===== config.mk =====
export PLATFORM = sky130hd
export DESIGN_NAME = frame_shift_stream
export DESIGN_NICKNAME = d
export VERILOG_FILES = /design/src/design/shift_pkg.sv /design/src/design/frame_shift_stream.sv /design/src/design/shift_out_stage.sv /design/src/design/shift_in_stage.sv /design/src/design/beat_counter.sv /design/src/design/frame_ctrl.sv
export SDC_FILE = /design/constraint.sdc
export NUM_CORES = 1
export LEC_CHECK = 0
export ABC_AREA = 1
export BUFFER_PORTS_ARGS = -buffer_cell sky130_fd_sc_hd__buf_2
export CAP_MARGIN = 20
export CORE_MARGIN = 2
export CORE_UTILIZATION = 55
export CTS_CLUSTER_SIZE = 14
export DETAILED_ROUTE_END_ITERATION = 8
export PLACE_DENSITY = 0.9
export SLEW_MARGIN = 20
export SYNTH_ARGS = -nofsm -noshare
export SYNTH_HDL_FRONTEND = slang
export SYNTH_SLANG_ARGS = --single-unit

===== constraint.sdc =====
create_clock -name aclk -period 3 [get_ports aclk]
set_clock_uncertainty 0.1 [all_clocks]
set_input_delay 0.9 -clock aclk [delete_from_list [all_inputs] [get_ports aclk]]
set_output_delay 0.9 -clock aclk [all_outputs]
set_load 0.02 [all_outputs]

===== src/design/shift_pkg.sv =====
// Shared widths, frame length, vector types and frame FSM states for the frame shift stream
package shift_pkg;

    // Sample and shift amount widths
    localparam int DATA_W  = 16;
    localparam int SHIFT_W = 4;

    // Fixed frame of eight samples, counted with three bits
    localparam int FRAME_LEN = 8;
    localparam int CNT_W     = 3;

    // One sample on either side of the stream
    typedef logic [DATA_W-1:0] sample_t;

    // Right shift amount from the user side-band
    typedef logic [SHIFT_W-1:0] shift_t;

    // Position of a sample inside its frame
    typedef logic [CNT_W-1:0] beat_cnt_t;

    // Frame tracking FSM
    typedef enum logic [0:0] {
        FRAME_IDLE = 1'b0,  // waiting for the first sample
        FRAME_BODY = 1'b1   // inside a frame
    } frame_state_t;

endpackage

===== src/design/frame_shift_stream.sv =====
// Top level of the framed right-shift stream; controller, counter and two register stages
`timescale 1ns/1ps

module frame_shift_stream (
    input  logic              aclk,
    input  logic              aresetn,
    input  shift_pkg::sample_t s_tdata,
    input  shift_pkg::shift_t  s_tuser_shift,
    input  logic              s_tuser_sign,
    input  logic              s_tvalid,
    output logic              s_tready,
    output shift_pkg::sample_t m_tdata,
    output logic              m_tlast,
    output logic              m_tvalid,
    input  logic              m_tready
);

    import shift_pkg::*;

    // Frame tracking
    logic in_accept;
    logic last_beat;
    logic load_settings;
    logic mark_last;

    // Between the two register stages
    logic    mid_valid;
    sample_t mid_data;
    shift_t  mid_shift;
    logic    mid_sign;
    logic    mid_last;
    logic    mid_ready;

    frame_ctrl frame_ctrl_i (
        .aclk          (aclk),
        .aresetn       (aresetn),
        .in_accept     (in_accept),
        .last_beat     (last_beat),
        .load_settings (load_settings),
        .mark_last     (mark_last)
    );

    beat_counter beat_counter_i (
        .aclk      (aclk),
        .aresetn   (aresetn),
        .in_accept (in_accept),
        .last_beat (last_beat)
    );

    shift_in_stage shift_in_stage_i (
        .aclk          (aclk),
        .aresetn       (aresetn),
        .s_tdata       (s_tdata),
        .s_tuser_shift (s_tuser_shift),
        .s_tuser_sign  (s_tuser_sign),
        .s_tvalid      (s_tvalid),
        .s_tready      (s_tready),
        .load_settings (load_settings),
        .mark_last     (mark_last),
        .in_accept     (in_accept),
        .mid_valid     (mid_valid),
        .mid_data      (mid_data),
        .mid_shift     (mid_shift),
        .mid_sign      (mid_sign),
        .mid_last      (mid_last),
        .mid_ready     (mid_ready)
    );

    shift_out_stage shift_out_stage_i (
        .aclk      (aclk),
        .aresetn   (aresetn),
        .mid_valid (mid_valid),
        .mid_data  (mid_data),
        .mid_shift (mid_shift),
        .mid_sign  (mid_sign),
        .mid_last  (mid_last),
        .mid_ready (mid_ready),
        .m_tdata   (m_tdata),
        .m_tlast   (m_tlast),
        .m_tvalid  (m_tvalid),
        .m_tready  (m_tready)
    );

endmodule


===== src/design/shift_out_stage.sv =====
// Output register stage; right shift with zero or sign fill toward the master port
`timescale 1ns/1ps

module shift_out_stage (
    input  logic              aclk,
    input  logic              aresetn,
    input  logic              mid_valid,
    input  shift_pkg::sample_t mid_data,
    input  shift_pkg::shift_t  mid_shift,
    input  logic              mid_sign,
    input  logic              mid_last,
    output logic              mid_ready,
    output shift_pkg::sample_t m_tdata,
    output logic              m_tlast,
    output logic              m_tvalid,
    input  logic              m_tready
);

    import shift_pkg::*;

    // One extra top bit carries the fill into the shift
    logic                     fill_bit;
    logic signed [DATA_W:0]   data_ext;
    logic signed [DATA_W:0]   data_shifted;
    sample_t                  shift_result;
    logic                     mid_accept;

    // Sign bit only when sign extension is selected
    assign fill_bit = mid_sign && mid_data[DATA_W-1];
    assign data_ext = {fill_bit, mid_data};

    // Arithmetic shift of the extended word replicates the fill into vacated bits
    assign data_shifted = data_ext >>> mid_shift;
    assign shift_result = data_shifted[DATA_W-1:0];

    // Output register empty or draining this cycle
    assign mid_ready  = !m_tvalid || m_tready;
    assign mid_accept = mid_valid && mid_ready;

    always_ff @(posedge aclk or negedge aresetn) begin
        if (!aresetn) begin
            m_tvalid <= 1'b0;
            m_tlast  <= 1'b0;
        end else begin
            if (mid_ready) begin
                m_tvalid <= mid_valid;
            end
            if (mid_accept) begin
                m_tlast <= mid_last;
            end
        end
    end

    // Result payload
    always_ff @(posedge aclk) begin
        if (mid_accept) begin
            m_tdata <= shift_result;
        end
    end

    // Master side holds its beat until the sink takes it
    a_out_stable: assert property (
        @(posedge aclk) disable iff (!aresetn)
        (m_tvalid && !m_tready) |=> (m_tvalid && $stable(m_tdata) && $stable(m_tlast))
    ) else $error("shift_out_stage: output changed while stalled");

    // Vacated bits follow the selected fill
    a_fill_bits: assert property (
        @(posedge aclk) disable iff (!aresetn)
        (mid_accept && mid_shift != '0) |->
            (shift_result[DATA_W-1] == fill_bit)
    ) else $error("shift_out_stage: wrong fill in vacated bits");

endmodule


===== src/design/shift_in_stage.sv =====
// Input register stage; holds the sample, frame settings and last tag, drives s_tready
`timescale 1ns/1ps

module shift_in_stage (
    input  logic              aclk,
    input  logic              aresetn,
    input  shift_pkg::sample_t s_tdata,
    input  shift_pkg::shift_t  s_tuser_shift,
    input  logic              s_tuser_sign,
    input  logic              s_tvalid,
    output logic              s_tready,
    input  logic              load_settings,
    input  logic              mark_last,
    output logic              in_accept,
    output logic              mid_valid,
    output shift_pkg::sample_t mid_data,
    output shift_pkg::shift_t  mid_shift,
    output logic              mid_sign,
    output logic              mid_last,
    input  logic              mid_ready
);

    import shift_pkg::*;

    // Settings captured from the first sample of the current frame
    shift_t frame_shift;
    logic   frame_sign;

    // Settings that travel with this sample
    shift_t beat_shift;
    logic   beat_sign;

    // Empty, or the held sample moves on this cycle
    assign s_tready  = !mid_valid || mid_ready;
    assign in_accept = s_tvalid && s_tready;

    // First sample uses the port side-band directly, later ones the held copy
    assign beat_shift = load_settings ? s_tuser_shift : frame_shift;
    assign beat_sign  = load_settings ? s_tuser_sign : frame_sign;

    always_ff @(posedge aclk or negedge aresetn) begin
        if (!aresetn) begin
            mid_valid <= 1'b0;
        end else if (s_tready) begin
            mid_valid <= s_tvalid;
        end
    end

    // Sample payload
    always_ff @(posedge aclk) begin
        if (in_accept) begin
            mid_data  <= s_tdata;
            mid_shift <= beat_shift;
            mid_sign  <= beat_sign;
            mid_last  <= mark_last;
        end
    end

    // Frame settings, loaded once per frame
    always_ff @(posedge aclk) begin
        if (load_settings) begin
            frame_shift <= s_tuser_shift;
            frame_sign  <= s_tuser_sign;
        end
    end

    // A load always comes with an accepted sample
    a_load_on_accept: assert property (
        @(posedge aclk) disable iff (!aresetn)
        load_settings |-> in_accept
    ) else $error("shift_in_stage: settings load without a transfer");

    // Held sample does not change while stalled toward the output stage
    a_mid_stable: assert property (
        @(posedge aclk) disable iff (!aresetn)
        (mid_valid && !mid_ready) |=> (mid_valid && $stable(mid_data) && $stable(mid_last))
    ) else $error("shift_in_stage: held sample changed under back-pressure");

endmodule


===== src/design/beat_counter.sv =====
// Counts accepted samples within a frame and flags the final position
`timescale 1ns/1ps

module beat_counter (
    input  logic aclk,
    input  logic aresetn,
    input  logic in_accept,
    output logic last_beat
);

    import shift_pkg::*;

    beat_cnt_t count;

    // Final position of the frame
    assign last_beat = (count == beat_cnt_t'(FRAME_LEN - 1));

    always_ff @(posedge aclk or negedge aresetn) begin
        if (!aresetn) begin
            count <= '0;
        end else if (in_accept) begin
            if (last_beat) begin
                count <= '0;
            end else begin
                count <= count + beat_cnt_t'(1);
            end
        end
    end

    // Count stays inside the frame
    a_count_range: assert property (
        @(posedge aclk) disable iff (!aresetn)
        count <= beat_cnt_t'(FRAME_LEN - 1)
    ) else $error("beat_counter: count beyond frame length");

endmodule


===== src/design/frame_ctrl.sv =====
// Frame boundary FSM; loads frame settings on the first sample and tags the last one
`timescale 1ns/1ps

module frame_ctrl (
    input  logic aclk,
    input  logic aresetn,
    input  logic in_accept,
    input  logic last_beat,
    output logic load_settings,
    output logic mark_last
);

    import shift_pkg::*;

    frame_state_t state;
    frame_state_t state_next;

    // Next state decode
    always_comb begin
        state_next = state;
        case (state)
            FRAME_IDLE: begin
                if (in_accept) begin
                    state_next = FRAME_BODY;
                end
            end
            FRAME_BODY: begin
                // Frames are never one sample long, so the last beat is always in the body
                if (in_accept && last_beat) begin
                    state_next = FRAME_IDLE;
                end
            end
            default: begin
                state_next = FRAME_IDLE;
            end
        endcase
    end

    always_ff @(posedge aclk or negedge aresetn) begin
        if (!aresetn) begin
            state <= FRAME_IDLE;
        end else begin
            state <= state_next;
        end
    end

    // First accepted sample of a frame brings the side-band
    assign load_settings = in_accept && (state == FRAME_IDLE);

    // Final accepted sample of a frame
    assign mark_last = in_accept && last_beat;

    // Counter and FSM stay aligned; no last beat while waiting for a frame
    a_idle_not_last: assert property (
        @(posedge aclk) disable iff (!aresetn)
        (state == FRAME_IDLE) |-> !last_beat
    ) else $error("frame_ctrl: beat counter at last position while idle");

    // Body never sees a second settings load before the frame closes
    a_no_load_in_body: assert property (
        @(posedge aclk) disable iff (!aresetn)
        (state == FRAME_BODY) |-> !load_settings
    ) else $error("frame_ctrl: settings load inside a frame body");

endmodule


==> impl_summary.md, run 1 <==
Status
The flow ran to the end, and the final reports show no timing, DRC or antenna violations.

Layout
After the last flow step, the layout net total stands at between 300 and 400. The post-route netlist has 22.6% of its cells at a drive strength greater than 1. 0 antenna diodes ended up in the layout. The count of cells in the finished layout, fillers not included, comes to approximately 350. The layout-stage area growth over the synthesis result is 12.2%. Fill cells in the final layout number around 350.

Clock network
The cell sitting at the root of the clock tree is a sky130_fd_sc_hd__clkbuf_8. The TritonCTS clock tree is yes. The clock reaches the later pin of the worst-skew pair after 0.29 ns. The buffers inserted during post-CTS setup optimization is 0. After clock tree synthesis, the flow added hold-fix buffers numbering 0. The number of clock sinks seen by CTS is 50. The H-tree depth is 2. In this run, post-CTS repair resized a total of 0 instances. Clock-pin slew was measured on the worst setup and hold paths at 0.09 ns. The TritonCTS buffer count is 5. In this run the deepest clock path goes through 2 buffers.

Detailed routing
The number of design rule violations left after detail routing is 0. In this run the remaining antenna-violating nets after routing total 0. The detailed router finished its first iteration with roughly 190 violations. The number of vias in the routed layout is ~1800. In the final routed layout, each cell accounts on average for between 10 and 15 um. The average vias per placed instance is 5.28.

The wire length after detailed routing is ~4100 um. The pre-antenna-repair detailed-routing pass consisted of 4 iterations.

Floorplan
Measured along the y axis, the die boundary spans 70.1 um. For this configuration, the core starts out at a cell density of 56.0%. The die outline area is roughly 0.0049 mm2. The core outline area is about 0.0043 mm2. The number of placement rows is 24. In this run the count of I/O pins placed on the die edge is 44. The overall die width is 70.1 um.

Synthesis
The number of warnings issued by yosys is 0. After synthesis the netlist holds a flip-flop and latch count of 50. In this run, synthesis inferred 38 flip-flops with an integrated enable. Synthesis handed over a netlist of around 260 instances.

Of all flip-flops after synthesis, the portion carrying an async set or reset was between 10 and 15%. Summed over all instances, the cell type with the most area after synthesis is sky130_fd_sc_hd__edfxtp_1. The area of the mapped netlist is roughly 0.0024 mm2. The share of the synthesized area in the top cell type is between 40% and 50%. In the synthesized netlist the dominant register cell turns out to be sky130_fd_sc_hd__edfxtp_1.

The cell with the most instances after synthesis is sky130_fd_sc_hd__nand2_1. Sorting the synthesized cells by area gives the leading types as sky130_fd_sc_hd__edfxtp_1 (47%), sky130_fd_sc_hd__nand2_1 (16%), sky130_fd_sc_hd__nand3_1 (12%). The average footprint of a synthesized cell is around 9.4 um2. The number of nets handed over by synthesis was about 280.

The commonest cells after synthesis are sky130_fd_sc_hd__nand2_1 (105), sky130_fd_sc_hd__nand3_1 (59), sky130_fd_sc_hd__edfxtp_1 (38). After synthesis, the netlist uses 21 different library cells. The register area share after synthesis is about three fifths.

STA
Setup repair after global routing left no endpoint under its margin. Measured against its own limit, the worst slew margin works out to roughly 60%. The transition time of the tightest slew-check pin is 0.604 ns.

The worst path uses between 70% and 80% of the clock period. After routing, the total negative slack on setup checks comes to 0 ns. The final setup violation count is 0. The minimum clock period after layout is roughly 2.3 ns. The count of final max-slew check failures is 0. The final hold violation count came to 0. The highest achievable clock rate is roughly 430 MHz.

Power and ir drop
Cell internal power was estimated by the tool at 0.00139 W. In this run, the clock network consumes between 10% and 20% of the power. The switching power is approximately 0.00084 W. The combinational share of power is a little over a third. The leakage power summed over all cells is between 1 and 1.5 nW. Net switching is 37.7% of the power. The peak supply drop is just over 400 uV. The relative contribution of sequential cells to total power is around half. In this run the power density over the cells is approximately 830 mW/mm2.

Global routing
The via count of the first global-routing pass came to 1575. In the global route stage, met3 resource usage came out at approximately 4.2%. The initial antenna violation count came to 0. Entering global routing, the biggest net connects 22 pins.

For this run, global-route usage on met2 was measured as 28.0%. The met1 layer usage reported by global route is between 20% and 30%. After global routing the overflow that remains totals 0. In the global route stage, overall resource usage came out at 18.0%. In this run the most used layer during global routing was met2. The global-route wire length before repair is approximately 7000 um.

Critical path
The critical path start-end classification is in2out. The critical path endpoint category is a primary output. Along the worst path, the maximum fanout reaches 3. On the worst path, the slowest cell contributes a delay of 0.17 ns. The most frequent cell on the critical path is sky130_fd_sc_hd__buf_2. The category of the worst setup path launch point is a primary input. Traced cell by cell, the critical path runs through buf_2 -> inv_1 -> nand3_2 -> buf_2. The critical path's slowest cell is sky130_fd_sc_hd__buf_2.

The required time at the endpoint of the critical path is about 2.0 ns. The signal arrival time at the worst endpoint is around 1.3 ns.

Place
The wire-length estimate of the detail-placed layout is approximately 3000 um. The total placed cells including tap cells is 341. During placement, the flow inserted port buffers numbering 43. The global placement routability congestion is ~0.88.

Job
Across the run, the number of max-cap violations was 0.

Hold path
The class of the worst hold path is in2async.
[worst max-delay path: cells and delay by family]
kind	cells	cell delay (ns)
buffers and inverters	3	0.34
AND/OR/NAND/NOR	1	0.09
[registers in the layout, indices dropped and copies added (netlist names)]
signal	cells
shift_in_stage_i.mid_data	16
shift_in_stage_i.mid_valid	1
shift_out_stage_i.m_tlast	1
shift_in_stage_i.mid_sign	1
shift_in_stage_i.frame_sign	1
beat_counter_i.count	3
shift_in_stage_i.frame_shift	4
shift_in_stage_i.mid_last	1
shift_in_stage_i.mid_shift	4
shift_out_stage_i.m_tvalid	1
frame_ctrl_i.state	1
shift_out_stage_i.m_tdata	16
[layout by cell type, fill, tap and decap left out]
master	synthesis	layout
sky130_fd_sc_hd__buf_12	0	1
sky130_fd_sc_hd__buf_2	4	43
sky130_fd_sc_hd__clkbuf_8	0	5
sky130_fd_sc_hd__clkinv_1	0	1
sky130_fd_sc_hd__clkinv_2	0	1
sky130_fd_sc_hd__clkinvlp_4	0	1
sky130_fd_sc_hd__dfrtp_1	7	7
sky130_fd_sc_hd__dfxtp_1	5	5
sky130_fd_sc_hd__edfxtp_1	38	38
sky130_fd_sc_hd__ha_1	2	2
sky130_fd_sc_hd__inv_1	8	8
sky130_fd_sc_hd__inv_2	2	2
sky130_fd_sc_hd__inv_6	1	1
sky130_fd_sc_hd__nand2_1	105	105
sky130_fd_sc_hd__nand2_2	6	6
sky130_fd_sc_hd__nand3_1	59	59
sky130_fd_sc_hd__nand3_2	6	6
sky130_fd_sc_hd__nor2_1	2	2
sky130_fd_sc_hd__o21a_1	1	1
sky130_fd_sc_hd__o21ai_0	1	1
sky130_fd_sc_hd__o21ai_1	1	1
sky130_fd_sc_hd__o31ai_2	1	1
[worst paths after layout]
check	depth (start not counted)	slack [ns]	to	startpoint
worst min register to register	2	0.34	shift_in_stage_i.frame_shift[1]	shift_in_stage_i.frame_shift[1]
max in group asynchronous	1	2.32	beat_counter_i.count[2]	aresetn
worst max register to register	6	1.18	shift_out_stage_i.m_tdata[3]	shift_in_stage_i.mid_shift[1]
worst min-delay path	1	0.32	shift_out_stage_i.m_tvalid	aresetn
worst max-delay path	4	0.67	s_tready	m_tready
min in group aclk	2	0.34	shift_in_stage_i.frame_shift[1]	shift_in_stage_i.frame_shift[1]
[stage by stage]
step | total power (W) | hold slack [ns] | utilization, % | setup WS, ns | instance area (um2)
floorplan | 0.00172 | 0.312 | - | 0.896 | 2400
global placement | 0.00185 | 0.322 | 60.8 | 0.688 | 2610
detailed placement | 0.00188 | 0.331 | 60.8 | 0.677 | 2610
CTS | 0.00225 | 0.315 | 62.8 | 0.674 | 2700
global route | 0.00240 | 0.317 | 62.8 | 0.631 | 2700
finish | 0.00224 | 0.319 | 62.8 | 0.668 | 2700
[power groups by stage]
stage	clock network (W)	registers (W)	logic, W
floorplan	0	0.00113	0.000594
global placement	0	0.00109	0.000757
detailed placement	0	0.00110	0.000783
CTS	0.000379	0.00108	0.000788
global route	0.000406	0.00111	0.000893
finish	0.000366	0.00108	0.000787
[area by class of cell]
type	count	area (um2)	area share (%)
well taps	52	65.1	2.41
clock inverters	3	16.3	0.603
multi-input cells	184	850	31.5
flip-flops and latches	50	1420	52.5
inverters	11	46.3	1.72
repair buffers	44	235	8.72
clock buffers	5	68.8	2.55
[metal layers]
metal	up-vias	share of wire [%]
met3	6	5.6
met1	834	45
met4	0	1.3
li1	940	-
met2	64	48
met5	-	0
[logic make-up after synthesis]
group / count (synthesis) / synth area share, %
AO/OA/AOI/OAI: 4 / 1.25
flip-flops: 50 / 58.9
buffers and inverters: 22 / 5.73
AND/OR/NAND/NOR: 178 / 33.1
adder cells (fa/ha/maj): 2 / 1.04
(Power assumes the default switching activity.)
==> inputs of run 2 (changes only) <==
- clock period: 3 -> 2.45 ns (I/O delays scaled with it)
==> impl_summary.md, run 2 (synthesis results as in run 1) <==
Status
Result of the run: finished clean (unchanged).

Layout
The count of nets after finishing came to 325 (was 323). The commonest non-fill, non-tap cell in the layout is sky130_fd_sc_hd__nand2_1 (unchanged). The number of cells in the finished layout apart from fillers is 351 (was 349). The fraction of layout cells with a size suffix above 1 is 23.1% (was 22.6%). The layout-stage area growth over the synthesis result is 13.1% (was 12.2%). Leading registers by flop count: shift_in_stage_i.mid_data: 16 flops, shift_out_stage_i.m_tdata: 16 flops (unchanged).

The count of antenna diodes in the layout is 0 (unchanged). The final cell utilization of the core is 63.3% (was 62.8%). Commonest cells after routing, fill and taps aside: sky130_fd_sc_hd__nand2_1 (105), sky130_fd_sc_hd__nand3_1 (59), sky130_fd_sc_hd__buf_2 (43) (unchanged).

Job
The max capacitance violation total is 0 (unchanged).

Critical path
The signal arrival time at the worst endpoint is 1.16 ns (was 1.33 ns). The category of the worst setup path launch point is a primary input (unchanged). The required time at the endpoint of the critical path was 1.62 ns (was 2.00 ns). The start point of the critical path is m_tready (unchanged). The kind of cell adding the most delay to the critical path is buffers and inverters (unchanged).

The delay contributed by the slowest stage of the critical path is 0.17 ns (about the same). The critical path's slowest cell was sky130_fd_sc_hd__buf_2 (unchanged). The critical path start-end classification is in2out (unchanged). The register-to-register path setup slack is 0.61 ns (was 1.18 ns). The largest fanout of any net on the critical path came to 3 (unchanged).

The critical path endpoint category is a primary output (unchanged). The number of buffers and inverters on the critical path is 3 (unchanged). The depth of the worst register-to-register path is 6 (unchanged). The critical register-to-register path startpoint was shift_in_stage_i.mid_shift[1] (unchanged). The instance count on the critical path was 4 (unchanged).

The most frequent cell on the critical path is sky130_fd_sc_hd__buf_2 (unchanged). Chain of cells forming the critical path: buf_2 -> inv_1 -> nand3_2 -> buf_2 (unchanged).

Floorplan
The floorplan die height is 70.1 um (unchanged). The core outline area came to 0.00429 mm2 (unchanged). The overall die width was 70.1 um (unchanged).

The die outline area is 0.00491 mm2 (unchanged). The number of placement rows is 24 (unchanged). The initial cell density of the core is 56.0% (unchanged). The number of top-level pins is 44 (unchanged).

Clock network
The TritonCTS clock tree is yes (unchanged). The number of hold buffers added after cts is 0 (unchanged). The maximum clock insertion buffer count came to 2 (unchanged). The TritonCTS buffer count came to 5 (unchanged).

The buffers inserted during post-CTS setup optimization was 0 (unchanged). The count of cells resized by post-cts repair is 0 (unchanged). The root cell of the clock tree is sky130_fd_sc_hd__clkbuf_8 (unchanged).

The number of clock sinks seen by CTS is 50 (unchanged). The H-tree depth is 2 (unchanged). The clock-pin slew on the worst setup and hold paths was 0.09 ns (about the same). The source-to-sink clock delay at the later pin of the worst-skew pair is 0.30 ns (was 0.29 ns).

Detailed routing
The count of antenna-violating nets left after detailed routing was 0 (unchanged). The number of vias in the routed layout was 1877 (was 1844). The wire length after detailed routing is 4420 um (was 4140 um).

The average vias per placed instance is 5.35 (was 5.28). The number of search-and-repair iterations in the first detailed-routing pass is 4 (unchanged). The number of design rule violations left after detail routing is 0 (unchanged). The post-detailed-route wirelength per cell is 12.6 um (was 11.9 um). The initial detailed-routing violation count is 175 (was 188).

STA
The minimum clock period after layout is 1.99 ns. The final hold violation count is 0 (unchanged). The transition time of the tightest slew-check pin came to 0.591 ns (was 0.604 ns).

RSZ-0062 raised after global routing: false (unchanged). The count of final max-slew check failures came to 0 (unchanged). The highest achievable clock rate is 502 MHz. The final setup violation count is 0 (unchanged). The worst slew slack as a fraction of its limit is 60.6% (was 59.7%). The accumulated negative setup slack came to 0 ns (unchanged).

The worst path uses 81.4% of the clock period.

Power and ir drop
The peak supply drop is 451 uV (was 409 uV). The power density of the placed cells is 1040 mW/mm2 (was 829 mW/mm2). The post-route total power is 0.00284 W (was 0.00224 W).

The switching share of power was 37.3% (was 37.7%). The cell-internal power is 0.00178 W (was 0.00139 W). The switching power is 0.00106 W (was 0.000844 W). The relative contribution of sequential cells to total power is 46.4% (was 48.5%). The clock group share of total power is 18.5% (was 16.4%).

The combinational share of power is 35.1% (was 35.2%). The leakage power summed over all cells is 1.30 nW (was 1.28 nW).

Global routing
The global-route wire length before repair is 7780 um (was 6990 um). The via count of the first global-routing pass is 1786 (was 1575). The maximum number of pins on one net before global-route repair came to 18 (was 22). The total track usage was 19.8% (was 18.0%). The total congestion overflow is 0 (unchanged). The initial antenna violation count was 0 (unchanged).

Place
The total of buffers placed on input and output ports came to 43 (unchanged). The total placed cells including tap cells is 343 (was 341). The placed wire-length estimate after detailed placement is 3240 um (was 3030 um). The global placement routability congestion was 0.890 (was 0.883).

Hold path
The class of the worst hold path was in2async (unchanged).
-- run 2: worst paths after layout --
path / to
min in group aclk: shift_in_stage_i.frame_shift[0]
max reg2reg: shift_out_stage_i.m_tdata[9]
max in group asynchronous: beat_counter_i.count[2]
min reg2reg: shift_in_stage_i.frame_shift[0]
max: s_tready
min: shift_in_stage_i.mid_valid
-- run 2: metal layers --
layer	vias to the layer above	track usage, %	wire, um
met5	-	0	0
met2	76	32.1	2160
met4	0	8.76	76
li1	942	-	-
met3	8	4.18	281
met1	851	25.9	1910
-- run 2: cell type report --
| type | instances | area, um2 |
|---|---|---|
| clock inverter | 1 | 6.26 |
| timing repair buffer | 46 | 238 |
| clock buffer | 7 | 97.6 |
| sequential | 50 | 1420 |
| tap | 52 | 65.1 |
| multi-input combinational | 184 | 850 |
| inverter | 11 | 46.3 |
| fill | 368 | 1580 |
-- run 2: worst register-to-register path: stages (launching register included) --
cell and delay (ns):
sky130_fd_sc_hd__edfxtp_1 0.65, sky130_fd_sc_hd__inv_2 0.35, sky130_fd_sc_hd__nand3_1 0.17, sky130_fd_sc_hd__nand3_1 0.10, sky130_fd_sc_hd__nand2_1 0.09, sky130_fd_sc_hd__nand2_1 0.08, sky130_fd_sc_hd__nand2_1 0.06
-- run 2: stage by stage --
stage | setup WS (ns) | hold WS, ns | instance area (um2)
3_5_place_dp | 0.237 | 0.332 | 2620
4_1_cts | 0.455 | 0.145 | 2720
6_report | 0.457 | 0.144 | 2720
2_1_floorplan | 0.520 | 0.312 | 2400
5_1_grt | 0.417 | 0.144 | 2720
3_3_place_gp | 0.322 | 0.321 | 2620
-- run 2: power by group through the flow --
stage | logic, W | registers [W] | clock network [W]
2_1_floorplan | 0.000727 | 0.00138 | 0
3_5_place_dp | 0.000986 | 0.00134 | 0
6_report | 0.000995 | 0.00132 | 0.000525
5_1_grt | 0.00113 | 0.00134 | 0.000569
4_1_cts | 0.000991 | 0.00132 | 0.000539
3_3_place_gp | 0.000943 | 0.00132 | 0
==> inputs of run 3 (changes only) <==
- ABC_AREA: 1 -> 0
- clock period: 2.45 -> 1.9 ns (I/O delays scaled with it)
==> impl_summary.md, run 3 <==
Layout
The layout-stage area growth over the synthesis result was 24.9% (was 13.1%). The commonest non-fill, non-tap cell in the layout is sky130_fd_sc_hd__buf_2 (was sky130_fd_sc_hd__nand2_1). Leading registers by flop count: shift_in_stage_i.mid_data: 16 flops, shift_out_stage_i.m_tdata: 16 flops (unchanged). The total of fill cells in the finished design is 285 (was 368). The final cell area excluding filler cells is 0.00303 mm2 (was 0.00272 mm2).

Commonest cells after routing, fill and taps aside: sky130_fd_sc_hd__buf_2 (43), sky130_fd_sc_hd__edfxtp_1 (38), sky130_fd_sc_hd__buf_4 (21) (was sky130_fd_sc_hd__nand2_1 (105), sky130_fd_sc_hd__nand3_1 (59), sky130_fd_sc_hd__buf_2 (43)). The fraction of layout cells with a size suffix above 1 is 44.2% (was 23.1%). The count of antenna diodes in the layout is 0 (unchanged).

The count of nets after finishing came to 275 (was 325).

Synthesis
The cell type with the highest aggregate area in the netlist is sky130_fd_sc_hd__edfxtp_1 (unchanged). The area of the mapped netlist is 0.00243 mm2 (was 0.00240 mm2). The proportion of synthesized flip-flops having asynchronous set or reset is 14.0% (unchanged).

The share of the synthesized area in the top cell type was 47.0% (was 47.5%). The register bit count reported by yosys is 50 (unchanged). The number of synthesized flops with an enable pin came to 38 (unchanged). Leading cell types by total area after synthesis: sky130_fd_sc_hd__edfxtp_1 (47%), sky130_fd_sc_hd__dfrtp_1 (7.2%), sky130_fd_sc_hd__mux2_2 (6.5%) (was sky130_fd_sc_hd__edfxtp_1 (47%), sky130_fd_sc_hd__nand2_1 (16%), sky130_fd_sc_hd__nand3_1 (12%)).

Commonest cells in the synthesized netlist: sky130_fd_sc_hd__edfxtp_1 (38), sky130_fd_sc_hd__mux2_2 (14), sky130_fd_sc_hd__nand2_1 (13) (was sky130_fd_sc_hd__nand2_1 (105), sky130_fd_sc_hd__nand3_1 (59), sky130_fd_sc_hd__edfxtp_1 (38)). The number of warnings issued by yosys was 0 (unchanged). The average footprint of a synthesized cell is 13.1 um2 (was 9.39 um2).

The dominant synthesized flop cell is sky130_fd_sc_hd__edfxtp_1 (unchanged). The register area share after synthesis is 58.4% (was 58.9%). The synthesized netlist cell count is 185 (was 256). The cell with the most instances after synthesis is sky130_fd_sc_hd__edfxtp_1 (was sky130_fd_sc_hd__nand2_1). The number of distinct library cells after synthesis is 47 (was 21).

The post-synthesis net count was 212 (was 283).

Detailed routing
The wire length after detailed routing is 4880 um (was 4420 um). The number of search-and-repair iterations in the first detailed-routing pass is 4 (unchanged). The number of vias in the routed layout came to 1747 (was 1877).

The number of design rule violations left after detail routing was 0 (unchanged). The initial detailed-routing violation count is 168 (was 175). The average vias per placed instance is 5.80 (was 5.35).

The count of antenna-violating nets left after detailed routing is 0 (unchanged). The post-detailed-route wirelength per cell was 16.2 um (was 12.6 um).

Critical path
The critical path start-end classification is reg2reg (was in2out). The worst flop-to-flop path endpoint is shift_out_stage_i.m_tdata[4] (was shift_out_stage_i.m_tdata[9]). The category of the worst setup path launch point was a flop (was primary input). The register-to-register path setup slack is -0.004 ns (was 0.61 ns). The depth of the worst register-to-register path is 5 (was 6). The signal arrival time at the worst endpoint is 1.84 ns (was 1.16 ns). The largest fanout of any net on the critical path is 3 (unchanged). The critical register-to-register path startpoint is shift_in_stage_i.mid_shift[0] (was shift_in_stage_i.mid_shift[1]). The required time at the endpoint of the critical path is 1.83 ns (was 1.62 ns). The critical path endpoint category was a flop (was primary output).

Global routing
The total track usage is 21.4% (was 19.8%). The initial antenna violation count came to 0 (unchanged). The global-route wire length before repair is 8050 um (was 7780 um). The total congestion overflow is 0 (unchanged).

The maximum number of pins on one net before global-route repair is 23 (was 18). The via count of the first global-routing pass came to 1749 (was 1786).

STA
The transition time of the tightest slew-check pin is 0.581 ns (was 0.591 ns). RSZ-0062 raised after global routing: true (was false). Static timing analysis puts the maximum clock frequency at approximately 530 MHz.

The worst slew slack as a fraction of its limit is 61.3% (was 60.6%). The final setup violation count was 2 (was 0). The worst path uses 100% of the clock period. The minimum clock period after layout is between 1.5 and 2 ns.

The final critical-path setup slack is -0.00378 ns (was 0.457 ns). The final hold violation count is 0 (unchanged). The count of final max-slew check failures is 0 (unchanged).

Place
The placed standard-cell area is 0.00282 mm2 (was 0.00262 mm2). The worst setup slack before clock tree synthesis came to -0.0754 ns (was 0.237 ns). The placed wire-length estimate after detailed placement is 3540 um (was 3240 um).

The total of buffers placed on input and output ports is 43 (unchanged). The global placement routability congestion came to 0.935 (was 0.890).

Hold path
The number of stages on the worst hold path is 1. The endpoint of the worst hold-timing path is shift_in_stage_i.mid_data[13]. The class of the worst hold path is in2reg (was in2async). The startpoint identified for the worst hold timing path is s_tdata[13].

Clock network
The clock-pin slew on the worst setup and hold paths is 0.09 ns (about the same). The root cell of the clock tree is sky130_fd_sc_hd__clkbuf_8 (unchanged). The maximum clock insertion buffer count is 2 (unchanged). The source-to-sink clock delay at the later pin of the worst-skew pair was 0.31 ns (was 0.30 ns).

The H-tree depth came to 2 (unchanged). The number of clock sinks seen by CTS is 50 (unchanged). The TritonCTS buffer count is 5 (unchanged).

The TritonCTS clock tree is yes (unchanged).

Status
The final reports fail on negative setup slack. Result of the run: finished, violations left (was finished clean).

Floorplan
The overall die width is 70.4 um (was 70.1 um). The core outline area came to 0.00429 mm2 (unchanged). The number of top-level pins is 44 (unchanged). The die outline area is 0.00496 mm2 (was 0.00491 mm2). The floorplan die height was 70.4 um (was 70.1 um). The number of placement rows is 24 (unchanged).

The initial cell density of the core was 56.5% (was 56.0%).

Power and ir drop
The peak supply drop is 821 uV (was 451 uV). The leakage power summed over all cells is 1.25 nW (was 1.30 nW). The power density of the placed cells is 1220 mW/mm2 (was 1040 mW/mm2).

Job
The max capacitance violation total was 0 (unchanged).
==> run 3: cell types whose count changed in the layout (fill, tap and decap cells not counted), sizes merged, moves of 5 or more <==
cell,delta
nand2,-98
nand3,-58
buf,+22
mux2,+17
mux2i,+11
inv,-8
nor2,+6
a211oi,+5
==> run 3: what timing repair did <==
| item | in CTS | in global routing |
|---|---|---|
| hold endpoints to repair | 7 | 0 |
| buffers inserted | 4 | 0 |
| gates cloned | 0 | 0 |
| pin swaps | 3 | 1 |
| resized for setup | 12 | 3 |
| hold buffers | 1 | 0 |
| endpoints found under the setup margin | 5 | 7 |
==> run 3: power by group <==
part	total, W	internal [W]	switching, W
combinational	0.00144	0.000689	0.000749
sequential	0.00160	0.00149	0.000111
clock	0.000679	0.000341	0.000338
total	0.00371	0.00252	0.00120
==> run 3: worst max-delay path, cell delays in order (launching register included) <==
cell and delay, ns:
sky130_fd_sc_hd__edfxtp_1 0.38, sky130_fd_sc_hd__buf_4 0.14, sky130_fd_sc_hd__mux4_2 0.50, sky130_fd_sc_hd__and2_4 0.17, sky130_fd_sc_hd__a311oi_2 0.26, sky130_fd_sc_hd__a221oi_1 0.09
==> run 3: routing by layer <==
layer  GRT usage (%)  part of all wire, %
met1            25.9                   42
met2            34.6                   50
met3            6.20                  5.4
met4            11.1                  2.7
met5               0                    0
==> run 3: how the worst max path moves through the flow <==
stage / from / to / slack [ns]
global placement: shift_in_stage_i.mid_shift[0] / shift_out_stage_i.m_tdata[1] / -0.009
finish: shift_in_stage_i.mid_shift[0] / shift_out_stage_i.m_tdata[4] / -0.004
global route: shift_in_stage_i.mid_shift[0] / shift_out_stage_i.m_tdata[1] / -0.07
floorplan: m_tready / shift_in_stage_i.mid_shift[0] / -0.01
CTS: shift_in_stage_i.mid_shift[0] / shift_out_stage_i.m_tdata[4] / 0.02
detailed placement: shift_in_stage_i.mid_shift[0] / shift_out_stage_i.m_tdata[4] / -0.08
==> run 3: area by class of cell <==
class                           instances  area, um2  area share, %
Timing Repair Buffer                   69        445           14.7
Inverter                                5       22.5          0.743
Tap cell                               52       65.1           2.15
Clock buffer                            7       97.6           3.22
Sequential cell                        50       1420           46.7
Clock inverter                          1       6.26          0.206
Multi-Input combinational cell        117        980           32.3
==> run 3: logic make-up (layout without fill, tap and decap cells) <==
logic type / Yosys count / after routing / synth area share [%]
flip-flops: 50 / 50 / 58.4
adder cells (fa/ha/maj): 2 / 2 / 1.03
multiplexers: 31 / 31 / 15.7
buffers and inverters: 18 / 82 / 3.76
AND/OR/NAND/NOR: 47 / 47 / 9.54
AO/OA/AOI/OAI: 37 / 37 / 11.7
==> run 3: per-stage QoR <==
step                hold WS [ns]  instances  power [W]  util [%]   TNS, ns
CTS                        0.325        301    0.00370      70.4         0
global route               0.323        301    0.00391      70.6    -0.243
global placement           0.309        288    0.00287      65.8   -0.0169
finish                     0.334        301    0.00371      70.6  -0.00430
detailed placement         0.314        288    0.00291      65.8    -0.219
floorplan                  0.174        185    0.00252         -    -0.190
